<file path="config.mk">
export PLATFORM = sky130hd
export DESIGN_NAME = spi_byte_rx
export DESIGN_NICKNAME = d
export VERILOG_FILES = /design/src/design/cube_cmd_pkg.sv /design/src/design/edge2en.sv /design/src/design/spi_byte_rx.sv
export SDC_FILE = /design/constraint.sdc
export NUM_CORES = 1
export LEC_CHECK = 0
export BUFFER_PORTS_ARGS = -buffer_cell sky130_fd_sc_hd__buf_2
export CAP_MARGIN = 30
export CORE_MARGIN = 8
export CORE_UTILIZATION = 45
export CTS_CLUSTER_SIZE = 28
export DETAILED_ROUTE_END_ITERATION = 6
export PLACE_DENSITY = 0.73
export SLEW_MARGIN = 20
export SYNTH_ARGS = -nofsm -noshare
export SYNTH_HDL_FRONTEND = slang
export SYNTH_SLANG_ARGS = --single-unit
</file>
<file path="constraint.sdc">
create_clock -name clk_in -period 2.4 [get_ports clk_in]
set_input_delay 0.48 -clock clk_in [delete_from_list [all_inputs] [get_ports clk_in]]
set_output_delay 0.48 -clock clk_in [all_outputs]
set_load 0.05 [all_outputs]
</file>
<file path="src/design/cube_cmd_pkg.sv">
// cube command package
// Command opcodes understood by the layer controller and the
// received SPI byte as handed from the receiver to the controller.

package cube_cmd_pkg;

    typedef enum logic [7:0] {
        CMD_ADDR_WR = 8'hCC, // write address lane.
        CMD_DATA_WR = 8'hDA  // write colour lanes.
    } cube_cmd_e;

    typedef struct packed {
        logic       dc;   // low for command.
        logic [7:0] data;
    } spi_byte_t;

endpackage

</file>
<file path="src/design/edge2en.sv">
// edge2en
// Two-flop synchronizer for an asynchronous input. Gives the clean
// level plus single-cycle rising and falling strobes.

`timescale 1ns/1ns

module edge2en (
    input  logic clk_in,
    input  logic rst_n_in,
    input  logic edge_in,
    output logic level_out,
    output logic rising_out,
    output logic falling_out
);

    logic [2:0] sync_q;

    always_ff @(posedge clk_in or negedge rst_n_in) begin
        if (!rst_n_in) begin
            sync_q <= 3'b000;
        end else begin
            sync_q <= {sync_q[1:0], edge_in};
        end
    end

    assign level_out   = sync_q[1];
    assign rising_out  = sync_q[1] & ~sync_q[2]; // one cycle wide.
    assign falling_out = ~sync_q[1] & sync_q[2];

endmodule

</file>
<file path="src/design/spi_byte_rx.sv">
// spi_byte_rx
// SPI mode-0 slave receiver. Assembles MSB-first bytes on the
// synchronized sclk rising strobe and tags each byte with dc.

`timescale 1ns/1ns

module spi_byte_rx (
    input  logic                    clk_in,
    input  logic                    rst_n_in,
    input  logic                    spi_sclk,
    input  logic                    spi_mosi,
    input  logic                    spi_cs_n,
    input  logic                    spi_dc,
    output logic                    byte_rdy,
    output cube_cmd_pkg::spi_byte_t rx_byte
);

    logic       sclk_rise;
    logic       mosi_lvl;
    logic       cs_lvl;
    logic [2:0] bit_cnt;
    logic [6:0] shift_q;

    edge2en sclk_sync_i (
        .clk_in      (clk_in),
        .rst_n_in    (rst_n_in),
        .edge_in     (spi_sclk),
        .level_out   (),
        .rising_out  (sclk_rise),
        .falling_out ()
    );

    edge2en mosi_sync_i (
        .clk_in      (clk_in),
        .rst_n_in    (rst_n_in),
        .edge_in     (spi_mosi),
        .level_out   (mosi_lvl),
        .rising_out  (),
        .falling_out ()
    );

    edge2en cs_sync_i (
        .clk_in      (clk_in),
        .rst_n_in    (rst_n_in),
        .edge_in     (spi_cs_n),
        .level_out   (cs_lvl),
        .rising_out  (),
        .falling_out ()
    );

    always_ff @(posedge clk_in or negedge rst_n_in) begin
        if (!rst_n_in) begin
            bit_cnt  <= 3'd0;
            byte_rdy <= 1'b0;
        end else begin
            byte_rdy <= 1'b0;
            if (cs_lvl) begin
                bit_cnt <= 3'd0; // partial byte dropped.
            end else if (sclk_rise) begin
                bit_cnt  <= bit_cnt + 3'd1;
                byte_rdy <= (bit_cnt == 3'd7);
            end
        end
    end

    always_ff @(posedge clk_in) begin
        if (!cs_lvl && sclk_rise) begin
            shift_q <= {shift_q[5:0], mosi_lvl};
            if (bit_cnt == 3'd7) begin
                rx_byte.data <= {shift_q, mosi_lvl};
                rx_byte.dc   <= spi_dc; // dc held steady across the byte.
            end
        end
    end

endmodule

</file>
# ---- After elaboration in Yosys (flattened, before gate mapping)
# Cells that the tools add are included.
dict set report classes {
  add_sub_neg 1
  eq_ne 1
  mux 4
  n_bitwise 2
  n_reduce_logical 4
}
# cell n
set op_table {}
lappend op_table {{two-way mux 3 bit} 2}
lappend op_table {{adder 3 x 1 -> 3 bit, second input constant} 1}
lappend op_table {{== test 3 bit, second input constant} 1}
lappend op_table {{two-way mux 1 bit} 2}
lappend op_table {{AND reduction 2 bit} 1}
lappend op_table {{nonzero test 2 bit} 1}
lappend op_table {{AND 1 bit} 1}
lappend op_table {{logical AND 1 bit} 1}
lappend op_table {{zero test 1 bit} 1}
lappend op_table {{NOT 1 bit} 1}
dict set report totals {
  ff_bits 27
  inputBits 6
  out_inout_bits 10
  wordCells 20
}

# ---- Depth between registers and ports, before layout
dict set report depth {
  word_depth 4
  depth_mapped 4
  mapped_depth_nobuf 4
}

# ---- Modules after synthesis
# From an unflattened synthesis, not the netlist that was laid out.
dict set report hier_totals {
  cells_unflattened 46
  area_unflattened_um2 942.2
}
# module n_inst cells_per_inst area_each_um2 seq_area_each_um2
set modules_own_cells {}
lappend modules_own_cells {spi_byte_rx 1 31 671.9 580.6}
lappend modules_own_cells {edge2en 3 5 90.1 75.1}

# ---- Worst setup path after synthesis
# Ideal clock, no wire load.
dict set report synth_path {
  path_kind {register to register}
  startpoint {register sclk_sync_i.sync_q[2]}
  endpoint {register rx_byte[0] (netlist name) (enable)}
  setup_ps 338
  t_arrival_ps 1207
  required_ps 2062
  path_slack_ps 856
  path_stages_with_launch 3
  n_path_buf 0
  period_less_slack_ps 1544
  cell_sequence {dfrtp_1 -> nor3b_2 -> and2_1}
}
dict set report synth_via {
  elab_chain_cells 4
}
# element line_no
set synth_lines {}
lappend synth_lines {{start, declared} edge2en.sv:16} ;# logic [2:0] sync_q;
lappend synth_lines {{start signal, assigned} edge2en.sv:22} ;# sync_q <= {sync_q[1:0], edge_in};
lappend synth_lines {{NOT 1 bit} edge2en.sv:27} ;# assign rising_out = sync_q[1] & ~sync_q[2];
lappend synth_lines {{AND 1 bit} edge2en.sv:27}
lappend synth_lines {{logical AND 1 bit} spi_byte_rx.sv:67} ;# if (!cs_lvl && sclk_rise) begin
lappend synth_lines {{AND reduction 2 bit (no source line)} n/a}
lappend synth_lines {{end, declared} spi_byte_rx.sv:15} ;# output cube_cmd_pkg::spi_byte_t rx_byte
# No other way between the ends.
# A chain may end at the register's enable or synchronous reset.

# ---- Worst setup path in the final report
dict set report layout_path {
  startpoint {register cs_sync_i.sync_q[1]}
  endpoint {register rx_byte[1] (netlist name) (enable)}
}
dict set report layout_via {
  elab_chain_cells 3
}
# element line_no
set layout_lines {}
lappend layout_lines {{start, declared} edge2en.sv:16}
lappend layout_lines {{start signal, assigned} edge2en.sv:22}
lappend layout_lines {{zero test 1 bit} spi_byte_rx.sv:67}
lappend layout_lines {{logical AND 1 bit} spi_byte_rx.sv:67}
lappend layout_lines {{AND reduction 2 bit (no source line)} n/a}
# No other way between the ends.

==> results.ini <==
[floorplanning]
std_cell_rows = 16
die_h_um = 60.3
die_w_um = 60.3
pin_count = 16
start_util = 0.465
core_um2 = 1900
fp.dieArea_um2 = 3640

[synth]
synth_compound_area_frac = 0.0113
synth_warnings = 0
seq_area_frac_synth = 0.854
synth.avg_cell_area_um2 = 21.1
synth-simple-area-share = 0.0891
synth_fa_ha_area_frac = 0.0283
ys_ff_latch = 27
synth_top_family_by_area = simple AND/OR/NAND/NOR gates
syn_inst = 42
syn_nets = 50
synthXorXnorAreaFrac = 0
muxShareOfSynthArea = 0.0170
ys_types = 12
synthesis.area_um2 = 885

[sta]
worst_slack_ns = 0.898
timing.final.crit_share = 0.626
worstMarginPinSlew_ns = 0.376
tns_ns = 0
rsz0062_at_grt = no
hold_violations = 0
fin_skew_ns = 0.00888
relSlewSlack = 0.749
fin_crit_ns = 1.50
slew_viol_final = 0
timing.fmax_mhz = 666
setup_viol = 0

[cts]
clockRootBuffer = clkbuf_4
post-cts-setup-buffer-count = 0
path_clk_slew_ns = 0.13
clk_latency_ns = 0.31
clockBufferDepth = 2
ctsResizeCount = 0
cts_tree = done
cts-htree-levels = 1
cts.sinks = 27
cts_made_buffers = 3

[routing]
drt-initial-drc-count = 2
drtAntennaViolNets = 0
route.detailed.drc = 0
wire_per_inst_um = 11.5
firstDrtPassIters = 4
vias_per_cell = 4.41
wl_um = 1040
num_vias = 397

[final_layout]
drive_above_1_share = 0.365
fin_nets = 72
final_core_util = 0.546
multiInputGateArea_um2 = 129
mostFrequentLayoutCells = edfxtp_1 (16), buf_2 (15), dfrtp_1 (11)
final.fill_count = 154
diodes = 0
seqCellArea_um2 = 756
area_growth_pct = 17.4
final_common_cell = edfxtp_1

[placed_design]
preCtsSetupSlack_ns = 0.872
io_buffers = 15
routabilityCongestion = 0.649
hpwl_um = 775

[critical_path]
arrival_ns = 1.48
required_ns = 2.38
cp-end-kind = register
regToRegStartpoint = cs_sync_i.sync_q[1]
worstPathCellList = nor3b_2 > buf_4 > and2_1
crit_start = cs_sync_i.sync_q[1]
critical_path.startpoint_type = register
cp_max_fo = 9
slowest_delay_ns = 0.46
crit_type = register to register
critPathSlowestCell = dfrtp_1
worst-path-buf-inv = 1
crit_family = simple AND/OR/NAND/NOR gates

[power_and_ir_drop]
swShare = 0.187
power.leakage_nw = 0.425
ir_drop_v = 0.000457
cellPowerDensity_nw_per_um2 = 682
clkPwrFrac = 0.253
power.switching_w = 0.000133
power.internal_w = 0.000575
power_frac_seq = 0.718
p_comb_frac = 0.028

[global_routing]
grt_pass1_wl_um = 1650
grt_pass1_vias = 364
grt_overflow = 0
grt_start_max_net_pins = 16
grt_antenna_before_repair = 0
grt_usage = 0.0630

[min_path]
hold_start = spi_cs_n
hp-class = primary input to register

[flow_run]
maxCapViolCount = 0

[outcome]
status = finished clean

## synth_stat cells
| cell type | number | share of area |
|---|---|---|
| edfxtp_1 | 16 | 0.54 |
| nor3b_2 | 1 | 0.014 |
| dfrtp_1 | 11 | 0.31 |
| nand4bb_1 | 2 | 0.025 |
| nor2b_2 | 1 | 0.0099 |
| nor2_1 | 1 | 0.0042 |
| nand2b_1 | 2 | 0.014 |
| ha_1 | 2 | 0.028 |
| nor2b_1 | 1 | 0.0071 |
| mux2_4 | 1 | 0.017 |
| o21ai_0 | 2 | 0.011 |
| and2_1 | 2 | 0.014 |
## registers in the layout, indices dropped and copies added (netlist names)
register / flops
rx_byte: 9
byte_rdy: 1
cs_sync_i.sync_q: 2
sclk_sync_i.sync_q: 3
bit_cnt: 3
shift_q: 7
mosi_sync_i.sync_q: 2
## per-layer routing
metal  routed length [µm]  global-route usage
met1                  481              0.0730
met2                  423              0.0930
met3                  108              0.0212
met4                   23              0.0510
met5                    0                   0
## power by group through the flow
stage	combinational, W	clock, W	sequential, W
floorplan	0.00000966	0	0.000517
global placement	0.0000192	0	0.000518
detailed placement	0.0000193	0	0.000519
CTS	0.0000194	0.000190	0.000509
global route	0.0000226	0.000201	0.000511
finish	0.0000200	0.000179	0.000509
## repair_timing
item / CTS / global route
hold buffers: 0 / 1
setup endpoints to repair: 0 / 0
endpoints found under the hold margin: 0 / 5
## worst paths after layout
path                                          to  slack [ns]  cells after the start
setup / recovery                      rx_byte[1]        0.90                      3
hold / removal               cs_sync_i.sync_q[0]        0.26                      1
setup reg to reg                      rx_byte[1]        0.90                      3
hold reg to reg            mosi_sync_i.sync_q[1]        0.36                      0
max in group asynchronous  sclk_sync_i.sync_q[2]        1.66                      2
min in group asynchronous             bit_cnt[0]        0.54                      2
## worst reg2reg max path: cells and delay by family, from the launching register on
kind | cells | cell delay, ns
simple gates | 2 | 0.54
flops | 1 | 0.46
buf+inv | 1 | 0.18
## cell type report
class / instances / area share
flip-flops and latches: 27 / 0.728
multi-input cells: 15 / 0.124
repair buffers: 17 / 0.0892
well taps: 27 / 0.0325
clock buffers: 3 / 0.0217
clock inverters: 1 / 0.00482
## cells by family (layout without fill, tap and decap cells)
logic type	after synthesis	after routing
simple gates	10	10
mux	1	1
buf+inv	0	21
flops	27	27
compound gates	2	2
fa+ha+maj	2	2
## metrics by stage
stage                     power, W  area, µm²  cells  hold slack (ns)
after floorplan           0.000526        885     42            0.184
after global placement    0.000537       1000     85            0.333
after detailed placement  0.000538       1000     85            0.338
after CTS                 0.000718       1030     89         0.000388
after global routing      0.000734       1040     90            0.241
final                     0.000708       1040     90            0.262
No activity file was read; power rests on OpenSTA's default activity.
