File: config.mk
export PLATFORM = sky130hd
export DESIGN_NAME = layer_ctl
export DESIGN_NICKNAME = d
export VERILOG_FILES = /design/src/design/cube_cmd_pkg.sv /design/src/design/cube_geom_pkg.sv /design/src/design/edge2en.sv /design/src/design/layer_ctl.sv
export SDC_FILE = /design/constraint.sdc
export NUM_CORES = 1
export LEC_CHECK = 0
export ABC_AREA = 1
export BUFFER_PORTS_ARGS = -buffer_cell sky130_fd_sc_hd__buf_2
export CAP_MARGIN = 20
export CELL_PAD_IN_SITES_DETAIL_PLACEMENT = 0
export CELL_PAD_IN_SITES_GLOBAL_PLACEMENT = 1
export CORE_UTILIZATION = 30
export CTS_BUF_LIST = sky130_fd_sc_hd__clkbuf_8
export CTS_CLUSTER_SIZE = 25
export DETAILED_ROUTE_END_ITERATION = 16
export PLACE_DENSITY_LB_ADDON = 0.1
export SLEW_MARGIN = 25
export SYNTH_ARGS = -nofsm -noshare
export SYNTH_HDL_FRONTEND = slang
export SYNTH_SLANG_ARGS = --single-unit
File: constraint.sdc
create_clock -name clk_in -period 2.8 [get_ports clk_in]
set_clock_uncertainty 0.05 [all_clocks]
set_input_delay 0.42 -clock clk_in [delete_from_list [all_inputs] [get_ports clk_in]]
set_output_delay 0.42 -clock clk_in [all_outputs]
set_load 0.05 [all_outputs]
File: src/design/cube_cmd_pkg.sv
// cube command package
// Command opcodes understood by the layer controller and the
// received SPI byte as handed from the receiver to the controller.

package cube_cmd_pkg;

    typedef enum logic [7:0] {
        CMD_ADDR_WR = 8'hCC, // write address lane.
        CMD_DATA_WR = 8'hDA  // write colour lanes.
    } cube_cmd_e;

    typedef struct packed {
        logic       dc;   // low for command.
        logic [7:0] data;
    } spi_byte_t;

endpackage

File: src/design/cube_geom_pkg.sv
// cube geometry package
// Holds the size constants of the 8x8x8 LED cube frame store and the
// word and write-port types that the controller and frame buffer share.

package cube_geom_pkg;

    localparam int NUM_LAYERS  = 8;  // layers per cube.
    localparam int NUM_WORDS   = 64; // words per layer.
    localparam int WORD_ADDR_W = 6;  // word address width.
    localparam int LANES       = 4;  // byte lanes per word.

    // one frame buffer word, lane 3 down to lane 0.
    typedef struct packed {
        logic [7:0] sel; // address lane.
        logic [7:0] c0;  // first colour.
        logic [7:0] c1;
        logic [7:0] c2;
    } cube_word_t;

    // write port from the layer controller into the frame buffer.
    typedef struct packed {
        logic [NUM_LAYERS-1:0]  layer_we; // one per layer.
        logic [WORD_ADDR_W-1:0] addr;
        logic [LANES-1:0]       lane_en;  // sel, c0, c1, c2.
        logic [7:0]             data;
    } fb_wr_t;

endpackage

File: src/design/edge2en.sv
// edge2en
// Two-flop synchronizer for an asynchronous input. Gives the clean
// level plus single-cycle rising and falling strobes.

`timescale 1ns/1ns

module edge2en (
    input  logic clk_in,
    input  logic rst_n_in,
    input  logic edge_in,
    output logic level_out,
    output logic rising_out,
    output logic falling_out
);

    logic [2:0] sync_q;

    always_ff @(posedge clk_in or negedge rst_n_in) begin
        if (!rst_n_in) begin
            sync_q <= 3'b000;
        end else begin
            sync_q <= {sync_q[1:0], edge_in};
        end
    end

    assign level_out   = sync_q[1];
    assign rising_out  = sync_q[1] & ~sync_q[2]; // one cycle wide.
    assign falling_out = ~sync_q[1] & sync_q[2];

endmodule

File: src/design/layer_ctl.sv
// layer_ctl
// Decodes address-write and data-write commands and sequences the
// frame buffer write enables, lanes and word address for each data byte.
// Pulses frame_rdy after the last colour byte of layer 0.

`timescale 1ns/1ns

module layer_ctl (
    input  logic                     clk_in,
    input  logic                     rst_n_in,
    input  logic                     spi_cs_n,
    input  logic                     byte_rdy,
    input  cube_cmd_pkg::spi_byte_t  rx_byte,
    output cube_geom_pkg::fb_wr_t    fb_wr,
    output logic                     frame_rdy
);

    logic                                  cs_fall;
    logic                                  frame_rst_n;
    logic                                  addr_en;
    logic [2:0]                            color_en;
    logic [cube_geom_pkg::NUM_LAYERS-1:0]  layer_en;
    logic [cube_geom_pkg::WORD_ADDR_W-1:0] wr_addr;
    logic                                  addr_done;
    logic                                  color_done;
    logic                                  layer_done;
    logic                                  data_byte;

    edge2en cs_sync_i (
        .clk_in      (clk_in),
        .rst_n_in    (rst_n_in),
        .edge_in     (spi_cs_n),
        .level_out   (),
        .rising_out  (),
        .falling_out (cs_fall)
    );

    assign addr_done  = (wr_addr == cube_geom_pkg::WORD_ADDR_W'(cube_geom_pkg::NUM_WORDS - 1));
    assign color_done = color_en[0]; // c2 lane.
    assign layer_done = layer_en[0];
    assign data_byte  = byte_rdy & rx_byte.dc;

    // command bytes never write.
    assign fb_wr.layer_we = layer_en & {cube_geom_pkg::NUM_LAYERS{data_byte}};
    assign fb_wr.addr     = wr_addr;
    assign fb_wr.lane_en  = {addr_en, color_en};
    assign fb_wr.data     = rx_byte.data;

    // armed by cs_n fall, dropped after frame_rdy.
    always_ff @(posedge clk_in or negedge rst_n_in) begin
        if (!rst_n_in) begin
            frame_rst_n <= 1'b0;
        end else begin
            frame_rst_n <= ~frame_rdy & (cs_fall | frame_rst_n);
        end
    end

    always_ff @(posedge clk_in or negedge rst_n_in) begin
        if (!rst_n_in) begin
            addr_en   <= 1'b0;
            color_en  <= 3'b000;
            layer_en  <= '0;
            wr_addr   <= '0;
            frame_rdy <= 1'b0;
        end else if (!frame_rst_n) begin
            addr_en   <= 1'b0;
            color_en  <= 3'b000;
            layer_en  <= '0;
            wr_addr   <= '0;
            frame_rdy <= 1'b0;
        end else begin
            if (byte_rdy && !rx_byte.dc) begin
                case (cube_cmd_pkg::cube_cmd_e'(rx_byte.data))
                    cube_cmd_pkg::CMD_ADDR_WR: begin
                        addr_en  <= 1'b1;
                        color_en <= 3'b000;
                        layer_en <= '1; // all layers at once.
                    end
                    cube_cmd_pkg::CMD_DATA_WR: begin
                        addr_en  <= 1'b0;
                        color_en <= 3'b100;
                        layer_en <= {1'b1, {(cube_geom_pkg::NUM_LAYERS-1){1'b0}}};
                    end
                    default: begin
                        addr_en  <= 1'b0;
                        color_en <= 3'b000;
                        layer_en <= '0;
                    end
                endcase
                wr_addr <= '0;
            end else if (data_byte) begin
                if (addr_en) begin
                    if (addr_done) begin
                        layer_en <= '0;
                    end
                    wr_addr <= wr_addr + 1'b1;
                end else begin
                    color_en <= {color_en[0], color_en[2:1]}; // c0, c1, c2.
                    if (color_done) begin
                        wr_addr <= wr_addr + 1'b1;
                        if (addr_done) begin
                            layer_en <= layer_en >> 1; // next layer down.
                        end
                    end
                end
            end
            frame_rdy <= data_byte & addr_done & color_done & layer_done;
        end
    end

endmodule

* Word-level counts from Yosys, hierarchy flattened
Index checks and enable logic that the tools add are counted.
** Storage, ports and cells
- Logic and storage cells :: 53
- Bits in read-only memories :: 0
- Output and inout bits :: 27
- Bits in latches :: 0
- Bits in writable memories :: 0
- Memories kept :: 0
- Register bits after elaboration :: 23
** Cells by class
- Add/sub/neg operators :: 1
- Divide/modulo/power cells :: 0
- Equality and inequality tests :: 8
- Magnitude comparators :: 0
- Bitwise operators :: 10
- Shift-type cells :: 0
- Multiply operators :: 0
- Multiplexer cells :: 22
- Reductions and logical operators :: 5
** Operator list (number)
- two-way mux 8 bit :: 7
- two-way mux 6 bit :: 5
- == test 8 bit (second input constant) :: 2
- case mux 8 bit (2 select lines) :: 1
- two-way mux 3 bit :: 5
- AND 8 bit :: 1
- adder 6 x 1 -> 6 bit (second input constant) :: 1
- AND 1 bit :: 6
- == test 6 bit (second input constant) :: 1
- != test 3 x 1 -> 1 bit (second input constant) :: 2
- two-way mux 1 bit :: 4
- != test 4 x 1 -> 1 bit (second input constant) :: 1
- AND reduction 2 bit :: 2
- != test 3 x 2 -> 1 bit (second input constant) :: 1
- AND reduction 3 bit :: 1
- != test 2 x 1 -> 1 bit (second input constant) :: 1
- inverter 1 bit :: 2
- logical AND 1 bit :: 1
- logical NOT 1 bit :: 1
- bitwise OR 1 bit :: 1

* Depth between registers and ports, before layout
- Word-level depth :: 7
- Gate-level depth with buffers :: 8

* Cells and area by module
From an unflattened synthesis, not the netlist that was laid out.
** Unflattened totals
- Cells, all modules :: 171
- Area, all modules :: 1301.2 um^2
** By module, submodules not included
- layer_ctl :: area an instance 1211.2 um^2, instances 1, cells each 164, seq. area each 500.5 um^2
- edge2en :: area an instance 90.1 um^2, instances 1, cells each 7, seq. area each 75.1 um^2

* Worst setup path after synthesis
Ideal clock, no wire load.
- Kind :: input -> output
- From :: input byte_rdy
- To :: output fb_wr[19] in the netlist's numbering
- Setup slack :: 1.128 ns
- Arrival time :: 1.202 ns
- Path buffers :: 0
- Cell stages on the path :: 2
- Cell sequence :: nand2_1 -> nor2_1
** RTL lines
- from (decl) :: RTL line layer_ctl.sv:12 : input logic byte_rdy,
- to (decl) :: RTL line layer_ctl.sv:14 : output cube_geom_pkg::fb_wr_t fb_wr,

==> flow_metrics.py <==
metrics = {
    "outcome": {
        "status": "completed",
    },
    "pwr": {
        "p_leak_nw": 0.903,
        "p_per_area_mw_per_mm2": 575,
        "fin_total_pwr_mw": 0.896,
        "ir_drop_mv": 0.192,
    },
    "setup_path": {
        "crit_end": "fb_wr[25]",
        "crit_fanout": 7,
        "start_kind": "primary input",
        "worstSetupStartpoint": "byte_rdy",
        "worstReg2RegEnd": "layer_en[4]",
        "reg2reg_from": "wr_addr[0]",
        "r2r_cells": 7,
        "arrival_ns": 1.12,
        "criticalPathCategory": "in2out",
        "ff2ff_setup_slack_ns": 1.33,
        "cp.required_ns": 2.33,
        "endpoint_kind": "output pin",
    },
    "cts": {
        "ctsRootBufferMaster": "clkbuf_8",
        "cts_tree": "yes",
        "insertion_delay_ns": 0.27,
        "path_clk_slew_ns": 0.09,
        "cts_max_level": 1,
        "cts_resized": 0,
        "numCtsBuffers": 3,
        "clockBufferDepth": 2,
        "postCtsSetupBuffers": 0,
        "cts_num_sinks": 23,
        "hold_buffers": 0,
    },
    "drt": {
        "num_vias": 1162,
        "drtIter0Drc": 35,
        "firstDrtPassIters": 4,
        "wirelength_microns": 3070,
        "drc": 0,
        "post_drt_wl_per_cell_microns": 11.5,
        "ant_nets": 0,
        "vias_per_cell": 4.37,
    },
    "floorplanning": {
        "die_area_sq_mm": 0.00469,
        "die_w_microns": 68.5,
        "fp-row-count": 23,
        "core_area_sq_mm": 0.00412,
        "start_util": 0.322,
        "io_pins": 40,
        "die_height_microns": 68.5,
    },
    "global_route": {
        "grt_pass1_wl_microns": 5100,
        "grt_usage": 0.146,
        "use_met3": 0.0247,
        "antenna_found_initial": 0,
        "overflow": 0,
        "grtUsageMet2": 0.248,
        "grt_busiest_layer": "met2",
        "grt_util_met1": 0.190,
        "grt_max_degree": 24,
        "grt_pass1_vias": 1102,
    },
    "timing": {
        "finalHoldViolCount": 0,
        "min_period_ns": 1.59,
        "setup_viol": 0,
        "fmax_mhz": 627,
        "worstMarginPinSlew_ns": 0.538,
        "slew_headroom": 0.642,
        "finalSetupTns_ns": 0,
        "drv_slew": 0,
        "rsz0062_at_grt": "false",
        "finalCritPeriodShare": 0.569,
    },
    "synth": {
        "ys_warn_count": 0,
        "synthesis.area_sq_mm": 0.00133,
        "ys_top_cells_by_count": "nand2_1, dfrtp_1, inv_1, nor2_1, buf_4",
        "yosysMostFrequentCell": "nand2_1",
        "async_flop_share": 1.00,
        "syn_inst": 183,
        "synth_fp_nets": 197,
        "synth_top_area_cell": "dfrtp_1",
        "yosysUniqueCellTypes": 20,
        "synth_edf_count": 0,
        "avgSynthCellArea_sq_um": 7.25,
        "synth_seq_cells": 23,
        "netlist.area_leader.share": 0.434,
        "ys.flop_type": "dfrtp_1",
        "yosysSeqAreaShare": 0.434,
        "synth_area_leaders": "dfrtp_1, nand2_1, inv_1",
    },
    "place": {
        "gp_congestion": 0.789,
        "dp_hpwl_microns": 2350,
        "io_buffer_count": 39,
    },
    "finish": {
        "area_growth_pct": 17.5,
        "antennaDiodeCount": 0,
        "drive_gt1_frac": 0.269,
        "nets": 231,
    },
    "flow_run": {
        "drv_cap": 0,
    },
    "hold_path": {
        "hp-class": "in2async",
    },
}
[final cells by class]
cell class / count / area [sq um]
Inverter: 24 / 90.1
Multi-Input combinational cell: 126 / 586
Fill cell: 443 / 2560
Timing Repair Buffer: 39 / 195
Tap cell: 50 / 62.6
Sequential cell: 23 / 576
Clock buffer: 3 / 41.3
Clock inverter: 1 / 7.51
[report_power, final]
part	internal, mW	switching, mW	leakage, nW	total (mW)
registers	0.363	0.0417	0.304	0.405
logic	0.0706	0.203	0.577	0.274
clock network	0.101	0.116	0.0217	0.217
total	0.535	0.361	0.903	0.896
[cells by family (layout without fill, tap and decap cells)]
group / Yosys count / count (layout) / synth area share
AO/OA/AOI/OAI: 8 / 8 / 0.0302
adder cells (fa/ha/maj): 1 / 1 / 0.00943
buffers and inverters: 34 / 67 / 0.125
flip-flops: 23 / 23 / 0.434
AND/OR/NAND/NOR: 117 / 117 / 0.402
[routing by layer]
| layer | part of all wire | up-vias |
|---|---|---|
| met1 | 0.49 | 530 |
| li1 | - | 613 |
| met3 | 0.030 | 2 |
| met4 | 0.0062 | 0 |
| met5 | 0 | - |
| met2 | 0.48 | 17 |
[worst max-delay path, stage by stage]
cell and delay [ns]:
buf_2 0.13, nand2_1 0.17, nor2_1 0.13, buf_2 0.27
[worst min path at each step]
stage                               end  slack [ns]
CTS                 cs_sync_i.sync_q[1]        0.09
finish              cs_sync_i.sync_q[0]        0.07
global route        cs_sync_i.sync_q[1]        0.11
global placement    cs_sync_i.sync_q[1]        0.29
detailed placement  cs_sync_i.sync_q[1]        0.29
floorplan                       addr_en        0.07
[sequential cells by signal, summed over array words and instances, names as in the netlist]
signal,flops
wr_addr,6
layer_en,8
cs_sync_i.sync_q,3
frame_rdy,1
frame_rst_n,1
addr_en,1
color_en,3
[through the flow]
| step | std cells | worst slack, ns | hold slack, ns | area [sq um] | util |
|---|---|---|---|---|---|
| global placement | 262 | 1.22 | 0.294 | 1510 | 0.367 |
| detailed placement | 262 | 1.20 | 0.287 | 1510 | 0.367 |
| CTS | 266 | 1.19 | 0.0942 | 1560 | 0.379 |
| global route | 266 | 1.07 | 0.109 | 1560 | 0.379 |
| floorplan | 183 | 1.13 | 0.0744 | 1330 | - |
| finish | 266 | 1.21 | 0.0705 | 1560 | 0.379 |
[placed cells by master, fill, tap and decap left out]
cell type and n:
o21ai_1 2, dfrtp_1 23, ha_1 1, nor2_1 17, nand2_1 72, inv_1 21, nand2_4 4, nor2_4 2
clkinvlp_4 1, clkbuf_8 3, inv_2 3, or2_2 1, nand3_2 2, nor2_2 2, o21ai_0 5, nand3_1 9
nor3_1 2, a21oi_1 1, buf_2 39, nand4_1 4, nand2_2 1, nor2b_1 1
Note: power is estimated with default switching activity, not from simulation.
